File: config.mk
export PLATFORM = sky130hd
export DESIGN_NAME = rx_frontend
export DESIGN_NICKNAME = d
export VERILOG_FILES = /design/src/logic/rx_pkg.sv /design/src/logic/rx_cfg_if.sv /design/src/logic/rx_frontend.sv /design/src/logic/rx_iq_correct.sv /design/src/logic/rx_dc_offset.sv /design/src/logic/rx_settings_regs.sv
export VERILOG_INCLUDE_DIRS = /design/src /design/src/logic
export SDC_FILE = /design/constraint.sdc
export NUM_CORES = 2
export LEC_CHECK = 0
export BUFFER_PORTS_ARGS = -buffer_cell sky130_fd_sc_hd__buf_2
export CORE_MARGIN = 3
export CORE_UTILIZATION = 40
export DETAILED_ROUTE_END_ITERATION = 7
export PLACE_DENSITY_LB_ADDON = 0.05
export SYNTH_ARGS = -nofsm -noshare
export SYNTH_HDL_FRONTEND = slang
export SYNTH_HIERARCHICAL = 1
export SYNTH_SLANG_ARGS = --single-unit
File: constraint.sdc
create_clock -name clk -period 7.9 [get_ports clk]
set_clock_uncertainty 0.1 [all_clocks]
set_input_delay 1.185 -clock clk [delete_from_list [all_inputs] [get_ports clk]]
set_output_delay 1.185 -clock clk [all_outputs]
set_load 0.01 [all_outputs]
File: src/logic/rx_macros.svh
// Widths, settings-bus register map and defaults for the receive front end

`ifndef RX_MACROS_SVH
`define RX_MACROS_SVH

// Sample and coefficient widths
`define RX_ADC_W     16
`define RX_SAMPLE_W  24
`define RX_COEF_W    18

// Settings bus
`define RX_ADDR_W    8
`define RX_DATA_W    32

// Register offsets from BASE
`define RX_ADDR_SWAP   0
`define RX_ADDR_MAG    1
`define RX_ADDR_PHASE  2
`define RX_ADDR_DC_I   3
`define RX_ADDR_DC_Q   4

`define RX_DC_SHIFT   10   // Loop gain of 2^-10
`define RX_IQCOMP_EN  1

`endif
File: src/logic/rx_pkg.sv
// Sample, coefficient and settings-bus types
// Saturation of a one-bit-wider sum back to a front-end sample

`include "rx_macros.svh"

package rx_pkg;

   typedef logic signed [`RX_ADC_W-1:0]    adc_sample_t;
   typedef logic signed [`RX_SAMPLE_W-1:0] sample_t;
   typedef logic signed [`RX_COEF_W-1:0]   coef_t;
   typedef logic [`RX_ADDR_W-1:0]          set_addr_t;
   typedef logic [`RX_DATA_W-1:0]          set_data_t;

   // Clip to the most positive or most negative sample on overflow
   function automatic sample_t sat_sample(input logic signed [`RX_SAMPLE_W:0] x);
      if (x[`RX_SAMPLE_W] != x[`RX_SAMPLE_W-1])
      begin
         return x[`RX_SAMPLE_W] ? {1'b1, {(`RX_SAMPLE_W-1){1'b0}}}
                                : {1'b0, {(`RX_SAMPLE_W-1){1'b1}}};
      end
      return x[`RX_SAMPLE_W-1:0];
   endfunction

endpackage

File: src/logic/rx_cfg_if.sv
// Programmed configuration from the register block to the datapath

`timescale 1ns/10ps

`include "rx_macros.svh"

interface rx_cfg_if;
   import rx_pkg::*;

   logic    swap_iq;
   coef_t   mag_corr;
   coef_t   phase_corr;
   sample_t dc_value;      // Shared by both DC channels
   logic    dc_fixed;
   logic    dc_load_i;     // One-cycle pulse
   logic    dc_load_q;     // One-cycle pulse

   modport regs (
      output swap_iq,
      output mag_corr,
      output phase_corr,
      output dc_value,
      output dc_fixed,
      output dc_load_i,
      output dc_load_q
   );

   modport iqc (
      input mag_corr,
      input phase_corr
   );

endinterface

File: src/logic/rx_frontend.sv
// Receive front end top level
// Channel swap, settings registers, DC-offset removal and optional IQ correction

`timescale 1ns/10ps

`include "rx_macros.svh"

module rx_frontend #(
   parameter int BASE      = 0,
   parameter int IQCOMP_EN = `RX_IQCOMP_EN
) (
   input  logic                clk,
   input  logic                arst_n_i,
   input  logic                set_stb_i,
   input  rx_pkg::set_addr_t   set_addr_i,
   input  rx_pkg::set_data_t   set_data_i,
   input  rx_pkg::adc_sample_t adc_a_i,
   input  rx_pkg::adc_sample_t adc_b_i,
   input  logic                run_i,
   output rx_pkg::sample_t     i_o,
   output rx_pkg::sample_t     q_o
);
   import rx_pkg::*;

   adc_sample_t adc_i;
   adc_sample_t adc_q;
   sample_t     i_wide;
   sample_t     q_wide;
   sample_t     i_ofs;
   sample_t     q_ofs;

   rx_cfg_if cfg ();

   rx_settings_regs #(.BASE(BASE)) regs0 (
      .clk        (clk),
      .arst_n_i   (arst_n_i),
      .set_stb_i  (set_stb_i),
      .set_addr_i (set_addr_i),
      .set_data_i (set_data_i),
      .cfg_o      (cfg.regs)
   );

   always_ff @(posedge clk or negedge arst_n_i)
   begin
      if (!arst_n_i)
      begin
         adc_i <= '0;
         adc_q <= '0;
      end
      else if (cfg.swap_iq)
      begin
         adc_i <= adc_b_i;   // I from b, Q from a
         adc_q <= adc_a_i;
      end
      else
      begin
         adc_i <= adc_a_i;
         adc_q <= adc_b_i;
      end
   end

   // Left-justify into the wider datapath
   assign i_wide = {adc_i, {(`RX_SAMPLE_W-`RX_ADC_W){1'b0}}};
   assign q_wide = {adc_q, {(`RX_SAMPLE_W-`RX_ADC_W){1'b0}}};

   rx_dc_offset dc_i (
      .clk      (clk),
      .arst_n_i (arst_n_i),
      .in_i     (i_wide),
      .run_i    (run_i),
      .load_i   (cfg.dc_load_i),
      .fixed_i  (cfg.dc_fixed),
      .value_i  (cfg.dc_value),
      .out_o    (i_ofs)
   );

   rx_dc_offset dc_q (
      .clk      (clk),
      .arst_n_i (arst_n_i),
      .in_i     (q_wide),
      .run_i    (run_i),
      .load_i   (cfg.dc_load_q),
      .fixed_i  (cfg.dc_fixed),
      .value_i  (cfg.dc_value),
      .out_o    (q_ofs)
   );

   generate
      if (IQCOMP_EN == 1)
      begin : g_iqc
         rx_iq_correct iqc0 (
            .clk      (clk),
            .arst_n_i (arst_n_i),
            .i_i      (i_ofs),
            .q_i      (q_ofs),
            .cfg_i    (cfg.iqc),
            .i_o      (i_o),
            .q_o      (q_o)
         );
      end
      else
      begin : g_bypass
         assign i_o = i_ofs;   // Two-cycle path
         assign q_o = q_ofs;
      end
   endgenerate

endmodule

File: src/logic/rx_iq_correct.sv
// IQ imbalance correction
// Magnitude and phase products from I, delay alignment, saturating adders

`timescale 1ns/10ps

`include "rx_macros.svh"

module rx_iq_correct (
   input  logic            clk,
   input  logic            arst_n_i,
   input  rx_pkg::sample_t i_i,
   input  rx_pkg::sample_t q_i,
   rx_cfg_if.iqc           cfg_i,
   output rx_pkg::sample_t i_o,
   output rx_pkg::sample_t q_o
);
   import rx_pkg::*;

   localparam int PROD_W = 2 * `RX_COEF_W;

   coef_t                        i_corr;
   logic signed [PROD_W-1:0]     prod_mag;
   logic signed [PROD_W-1:0]     prod_phase;
   sample_t                      i_dly;
   sample_t                      q_dly;
   sample_t                      corr_i;
   sample_t                      corr_q;
   logic signed [`RX_SAMPLE_W:0] sum_i;
   logic signed [`RX_SAMPLE_W:0] sum_q;

   // Multiplier input is the top of I
   assign i_corr = i_i[`RX_SAMPLE_W-1 -: `RX_COEF_W];

   // Stage 1, multiply and delay the samples to match
   always_ff @(posedge clk or negedge arst_n_i)
   begin
      if (!arst_n_i)
      begin
         prod_mag   <= '0;
         prod_phase <= '0;
         i_dly      <= '0;
         q_dly      <= '0;
      end
      else
      begin
         prod_mag   <= i_corr * cfg_i.mag_corr;
         prod_phase <= i_corr * cfg_i.phase_corr;
         i_dly      <= i_i;
         q_dly      <= q_i;
      end
   end

   // Bits 35 down to 12 of each product
   assign corr_i = prod_mag[PROD_W-1 -: `RX_SAMPLE_W];
   assign corr_q = prod_phase[PROD_W-1 -: `RX_SAMPLE_W];

   assign sum_i = i_dly + corr_i;
   assign sum_q = q_dly + corr_q;

   // Stage 2, add and clip
   always_ff @(posedge clk or negedge arst_n_i)
   begin
      if (!arst_n_i)
      begin
         i_o <= '0;
         q_o <= '0;
      end
      else
      begin
         i_o <= sat_sample(sum_i);
         q_o <= sat_sample(sum_q);
      end
   end

endmodule

File: src/logic/rx_dc_offset.sv
// One channel of DC-offset removal
// Fixed offset or first-order tracking loop, saturated registered output

`timescale 1ns/10ps

`include "rx_macros.svh"

module rx_dc_offset (
   input  logic            clk,
   input  logic            arst_n_i,
   input  rx_pkg::sample_t in_i,
   input  logic            run_i,
   input  logic            load_i,
   input  logic            fixed_i,
   input  rx_pkg::sample_t value_i,
   output rx_pkg::sample_t out_o
);
   import rx_pkg::*;

   localparam int ACC_W = `RX_SAMPLE_W + `RX_DC_SHIFT;

   logic signed [ACC_W-1:0]       acc;
   logic                          fixed;
   sample_t                       offset;
   logic signed [`RX_SAMPLE_W:0]  diff;

   // Top bits of the accumulator, i.e. acc >>> RX_DC_SHIFT
   assign offset = acc[ACC_W-1 -: `RX_SAMPLE_W];

   // One extra bit so the difference cannot wrap
   assign diff = in_i - offset;

   always_ff @(posedge clk or negedge arst_n_i)
   begin
      if (!arst_n_i)
      begin
         out_o <= '0;
      end
      else
      begin
         out_o <= sat_sample(diff);
      end
   end

   always_ff @(posedge clk or negedge arst_n_i)
   begin
      if (!arst_n_i)
      begin
         acc   <= '0;
         fixed <= 1'b0;
      end
      else if (load_i)
      begin
         acc   <= {value_i, {`RX_DC_SHIFT{1'b0}}};
         fixed <= fixed_i;
      end
      else if (run_i && !fixed)
      begin
         // Integrate the residual so the offset follows the input mean
         acc <= acc + ACC_W'(out_o);
      end
   end

endmodule

File: src/logic/rx_settings_regs.sv
// Settings-bus decoder and configuration registers
// DC writes are turned into load pulses for the two offset channels

`timescale 1ns/10ps

`include "rx_macros.svh"

module rx_settings_regs #(
   parameter int BASE = 0
) (
   input  logic              clk,
   input  logic              arst_n_i,
   input  logic              set_stb_i,
   input  rx_pkg::set_addr_t set_addr_i,
   input  rx_pkg::set_data_t set_data_i,
   rx_cfg_if.regs            cfg_o
);
   import rx_pkg::*;

   localparam set_addr_t ADDR_SWAP  = set_addr_t'(BASE + `RX_ADDR_SWAP);
   localparam set_addr_t ADDR_MAG   = set_addr_t'(BASE + `RX_ADDR_MAG);
   localparam set_addr_t ADDR_PHASE = set_addr_t'(BASE + `RX_ADDR_PHASE);
   localparam set_addr_t ADDR_DC_I  = set_addr_t'(BASE + `RX_ADDR_DC_I);
   localparam set_addr_t ADDR_DC_Q  = set_addr_t'(BASE + `RX_ADDR_DC_Q);

   logic wr_swap;
   logic wr_mag;
   logic wr_phase;
   logic wr_dc_i;
   logic wr_dc_q;

   assign wr_swap  = set_stb_i && (set_addr_i == ADDR_SWAP);
   assign wr_mag   = set_stb_i && (set_addr_i == ADDR_MAG);
   assign wr_phase = set_stb_i && (set_addr_i == ADDR_PHASE);
   assign wr_dc_i  = set_stb_i && (set_addr_i == ADDR_DC_I);
   assign wr_dc_q  = set_stb_i && (set_addr_i == ADDR_DC_Q);

   always_ff @(posedge clk or negedge arst_n_i)
   begin
      if (!arst_n_i)
      begin
         cfg_o.swap_iq    <= 1'b0;
         cfg_o.mag_corr   <= '0;
         cfg_o.phase_corr <= '0;
         cfg_o.dc_value   <= '0;
         cfg_o.dc_fixed   <= 1'b0;   // Tracking mode
         cfg_o.dc_load_i  <= 1'b0;
         cfg_o.dc_load_q  <= 1'b0;
      end
      else
      begin
         if (wr_swap)
            cfg_o.swap_iq <= set_data_i[0];
         if (wr_mag)
            cfg_o.mag_corr <= coef_t'(set_data_i[`RX_COEF_W-1:0]);
         if (wr_phase)
            cfg_o.phase_corr <= coef_t'(set_data_i[`RX_COEF_W-1:0]);

         // Bit 31 selects the mode, the 24 bits below it are the offset
         if (wr_dc_i || wr_dc_q)
         begin
            cfg_o.dc_value <= set_data_i[`RX_DATA_W-2 -: `RX_SAMPLE_W];
            cfg_o.dc_fixed <= set_data_i[`RX_DATA_W-1];
         end
         cfg_o.dc_load_i <= wr_dc_i;   // Channel loads on the next edge
         cfg_o.dc_load_q <= wr_dc_q;
      end
   end

endmodule

Yosys cells after proc, flatten, opt, wreduce, memory -nomap -nowiden
Index checks and enable logic that the tools add are counted.
W data, S select, Z words.
{ "totals": {"register_bits": 382, "in_bits": 76, "out_inout_bits": 48, "word_cells": 72} }
{ "op_classes": {"addsub": 6, "multipliers": 2, "n_eq_ne": 8, "muxes": 22, "reduce_logical": 13} }
{ "op_table": {"columns": ["cell", "n"], "rows": [
  ["$mux W24", 12],
  ["$mux W34", 4],
  ["$mul A18 B18 Y36", 2],
  ["$add A34 B24 Y34", 2],
  ["$add A24 B24 Y25", 2],
  ["$sub A24 B24 Y25", 2],
  ["$mux W16", 2],
  ["$eq A8 B2 Y1 const B", 2],
  ["$eq A8 B1 Y1 const B", 1],
  ["$eq A8 B3 Y1 const B", 1],
  ["$logic_not A8 Y1", 1],
  ["$logic_and A1 B1 Y1", 7],
  ["$mux W1", 4],
  ["$ne A1 B1 Y1", 4],
  ["$reduce_bool A2 Y1", 2],
  ["$logic_not A1 Y1", 2],
  ["$logic_or A1 B1 Y1", 1]
]} }

Logic depth before layout (Yosys ltp)
{ "logic_depth": {"depth_word": 4, "ltp_mapped": 25, "mapped_depth_nobuf": 23} }

Modules after synthesis
Netlist, hierarchy kept.
{ "modules_own_cells": {"columns": ["module", "instances", "cells_per_inst", "area_each_um2", "seq_area_each_um2"], "rows": [
  ["rx_iq_correct", 1, 3202, 30314.1, 3603.5],
  ["rx_dc_offset", 2, 656, 5307.6, 1476.4],
  ["rx_settings_regs", 1, 143, 2461.1, 1601.5],
  ["rx_frontend", 1, 69, 1348.8, 800.8]
]} }

Worst setup path before layout
Ideal clock, no wire load.
{ "synth_timing": {"path_type": "register to register", "from": "reg dc_i.out_o[23]", "to": "reg g_iqc.iqc0.prod_phase[33]", "setup_time_ps": 124, "arrival_time_ps": 6149, "required_ps": 7676, "setup_slack_ps": 1526, "path_stages_with_launch": 22, "n_path_buf": 3, "synth_period_minus_slack_ps": 6374, "path_cell_list": "dfrtp_1 clkbuf_1 clkbuf_1 nand2_1 fa_1 inv_1 fa_1 fa_1 fa_1 fa_1 inv_1 fa_1 inv_1 ha_1 clkbuf_1 a21oi_1 nor2b_1 nor3_1 nand3b_1 a31oi_1 o21ai_0 xnor2_1"} }
{ "synth_via": {"elab_chain_len": 1} }
{ "synth_lines": {"columns": ["item", "line_no", "rtl"], "rows": [
  ["from (decl)", "rx_dc_offset.sv:16", "output rx_pkg::sample_t out_o"],
  ["from (signal assigned)", "rx_dc_offset.sv:41", "out_o <= sat_sample(diff);"],
  ["$mul A18 B18 Y36", "rx_iq_correct.sv:47", "prod_phase <= i_corr * cfg_i.phase_corr;"],
  ["to (signal assigned)", "rx_iq_correct.sv:47", null],
  ["to (decl)", "rx_iq_correct.sv:23", "logic signed [PROD_W-1:0] prod_phase;"]
]} }
No other way between the ends.
A chain may end at the register's enable or synchronous reset.

Final worst setup path
{ "layout_timing": {"from": "reg dc_i.out_o[14]", "to": "reg g_iqc.iqc0.prod_phase[30]"} }
Same word-level chain as after synthesis.

==> flow_metrics.tcl <==
set metrics [dict create \
    crit_required_ns 8.34 \
    vdd_ir_drop_max_mv 0.511 \
    dpl-instance-area_mm2 0.0470 \
    clock_path_buffers 3 \
    row_count 122 \
    synth_edf_count 0 \
    num_antenna_cells 0 \
    clock.fmax_mhz 142 \
    antenna_found_initial 11 \
    grt_max_degree 132 \
    crit_arrival_ns 7.47 \
    power.density_mw_per_mm2 367 \
    post_cts_buffers 0 \
    start_util 0.404 \
    endpoint_kind "flip-flop" \
    rsz0062_at_grt "no" \
    htree_levels 2 \
    drive_gt1_frac 0.0859 \
    clockRootBuffer "clkbuf_16" \
    fin_tns_setup_ns 0 \
    synthCells 4726 \
    cap_violations 0 \
    status "finished clean" \
    syn_area_mm2 0.0447 \
    tightestPinTransition_ns 1.04 \
    io_pins 124 \
    synthTopCellsByCount "inv_1 (878), fa_1 (662), nand2_1 (453)" \
    hold_buffers 0 \
    via_per_inst 5.11 \
    grt_pass1_wl_um 202000 \
    yosysMostFrequentCell "inv_1" \
    die_w_um 340 \
    globalplace.congestion 0.867 \
    core_mm2 0.111 \
    dieArea_mm2 0.116 \
    min_period_ns 7.04 \
    synth-async-reset-ratio 1.00 \
    slew_headroom 0.296 \
    design_area_mm2 0.0488 \
    io_buffers 123 \
    drt-total-wl_um 126000 \
    yosys-top-cells-area "fa_1 (30%), dfrtp_1 (20%), ha_1 (9.5%)" \
    dp_hpwl_um 102000 \
    die_h_um 340 \
    clk_latency_ns 0.65 \
    wl_per_cell_um 20.1 \
    cp_max_fo 21 \
    syn_to_final_growth_pct 8.97 \
    hold_viol_final 0 \
    worstHoldPathType "reg -> reg" \
    grt_pass1_vias 33877 \
    syn_avg_cell_area_um2 9.47 \
    drtIter0Drc 1659 \
    clkSinkCount 358 \
    finalMaxSlewViolations 0 \
    finalCritPeriodShare 0.891 \
    clk_pin_slew_ns 0.06 \
    dp_slack_ns 0.921 \
    cp-start-kind "flip-flop" \
    grt_use_total 0.224 \
    setup_viol 0 \
    p_leak_nw 24.3 \
    synth_seq_area_share 0.200 \
    synthFlopType "dfrtp_1" \
    cts_tree "built" \
    antenna_left 0 \
    nNetsFinal 5855 \
    synth_cell_types 97 \
    r2r_slack_ns 0.86 \
    cts_buffers 48 \
    timing.final.ws_setup_ns 0.863 \
    cts_resized 0 \
    synth_top_area_share 0.296 \
    ys_warn_count 6 \
    ys_seq_elements 358 \
    synth_largest_area_cell "fa_1" \
    gr-total-overflow 0 \
    drc 0 \
    via_count 32203 \
    crit_type "reg -> reg" \
    firstDrtPassIters 5 \
]
==> cells in the final DEF (no fill, tap or decap), types with 12 or more instances in the layout <==
cell         n
nor3_1      41
and3_1      26
nand4_1     25
o31ai_1     23
nor2b_1     19
clkbuf_16   48
o31a_1      12
o21bai_1    23
conb_1      18
o21ai_1     18
dfrtp_1    354
a21oi_1    257
or3_1       15
fa_1       662
nor2_1     178
nand2b_1    31
mux2_4      30
ha_1       338
a21oi_2     12
xnor2_1    111
nand2_1    453
nand3_1     48
a31oi_1     19
and2_1     326
mux2_2      53
xor2_1      59
inv_1      878
buf_4       48
a21o_1      80
o21ai_0    155
o211ai_1    21
o21a_1      28
mux2_1      20
a211oi_1    32
buf_2      122
==> where the power goes <==
group | switching (mW) | internal (mW) | total, mW | leakage [nW]
combinational | 7.25 | 4.67 | 11.9 | 19.1
sequential | 0.876 | 2.62 | 3.50 | 4.33
clock | 0.994 | 1.49 | 2.48 | 0.862
==> per-layer routing <==
metal	share of wire	vias up	GRT usage
met4	0.019	0	0.0453
li1	-	15096	-
met3	0.032	101	0.0176
met5	0	-	0
met1	0.47	16483	0.323
met2	0.48	523	0.372
==> registers in the layout, summed over array words and instances (netlist names), 18 cells and up <==
register	count
dc_i/acc	34
dc_i/out_o	24
dc_q/acc	34
dc_q/out_o	24
g_iqc.iqc0/i_dly	24
g_iqc.iqc0/i_o	24
g_iqc.iqc0/prod_mag	24
g_iqc.iqc0/prod_phase	24
g_iqc.iqc0/q_dly	24
g_iqc.iqc0/q_o	24
regs0/cfg_o.dc_value	24
regs0/cfg_o.mag_corr	18
regs0/cfg_o.phase_corr	18
==> stage by stage <==
stage / total power, mW / utilization / cells / hold WS (ns)
floorplan: 11.7 / - / 4743 / 0.260
global placement: 15.5 / 0.424 / 6217 / 0.270
detailed placement: 15.5 / 0.424 / 6217 / 0.270
CTS: 18.1 / 0.440 / 6307 / 0.283
global route: 19.6 / 0.440 / 6307 / 0.305
finish: 17.9 / 0.440 / 6307 / 0.280
==> worst max-delay path, stage by stage (launching register included) <==
cell	delay, ns
dfrtp_1	1.00
buf_4	0.37
nand2_1	0.11
fa_1	0.55
fa_1	0.47
fa_1	0.56
inv_1	0.05
ha_1	0.28
fa_1	0.48
inv_1	0.05
fa_1	0.47
inv_1	0.04
ha_1	0.32
o21ai_0	0.10
nor2_1	0.18
or4_1	0.30
nand4_1	0.19
a21oi_1	0.48
a311oi_1	0.22
o41ai_1	0.42
xor2_1	0.17
==> path summary, 6_finish.rpt <==
| path | to | start | cells after the start |
|---|---|---|---|
| max | g_iqc.iqc0/prod_phase[30] | dc_i/out_o[14] | 20 |
| min | g_iqc.iqc0/i_dly[3] | dc_i/out_o[3] | 0 |
| max reg2reg | g_iqc.iqc0/prod_phase[30] | dc_i/out_o[14] | 20 |
| min reg2reg | g_iqc.iqc0/i_dly[3] | dc_i/out_o[3] | 0 |
| max in group asynchronous | dc_i/out_o[23] | arst_n_i | 2 |
| min in group asynchronous | g_iqc.iqc0/q_o[23] | arst_n_i | 1 |
==> area by class of cell <==
class / count / area, um2
Tap cell: 1488 / 1860
Sequential cell: 358 / 8960
Multi-Input combinational cell: 3312 / 31700
Fill cell: 11146 / 62100
Timing Repair Buffer: 179 / 1150
Clock buffer: 53 / 1240
Clock inverter: 37 / 544
Inverter: 880 / 3300
==> kinds of logic (layout without fill, tap and decap cells) <==
| group | after synthesis | in the layout | synth area share |
|---|---|---|---|
| AND/OR/NAND/NOR | 1228 | 1228 | 0.137 |
| AO/OA/AOI/OAI | 768 | 768 | 0.110 |
| XOR/XNOR | 173 | 173 | 0.0349 |
| other | 1 | 18 | 0.0000838 |
| buffers and inverters | 1073 | 1149 | 0.0929 |
| adder cells (fa/ha/maj) | 1014 | 1014 | 0.394 |
| multiplexers | 111 | 111 | 0.0305 |
| flip-flops | 358 | 358 | 0.200 |
Note: power is estimated with default switching activity, not from simulation.
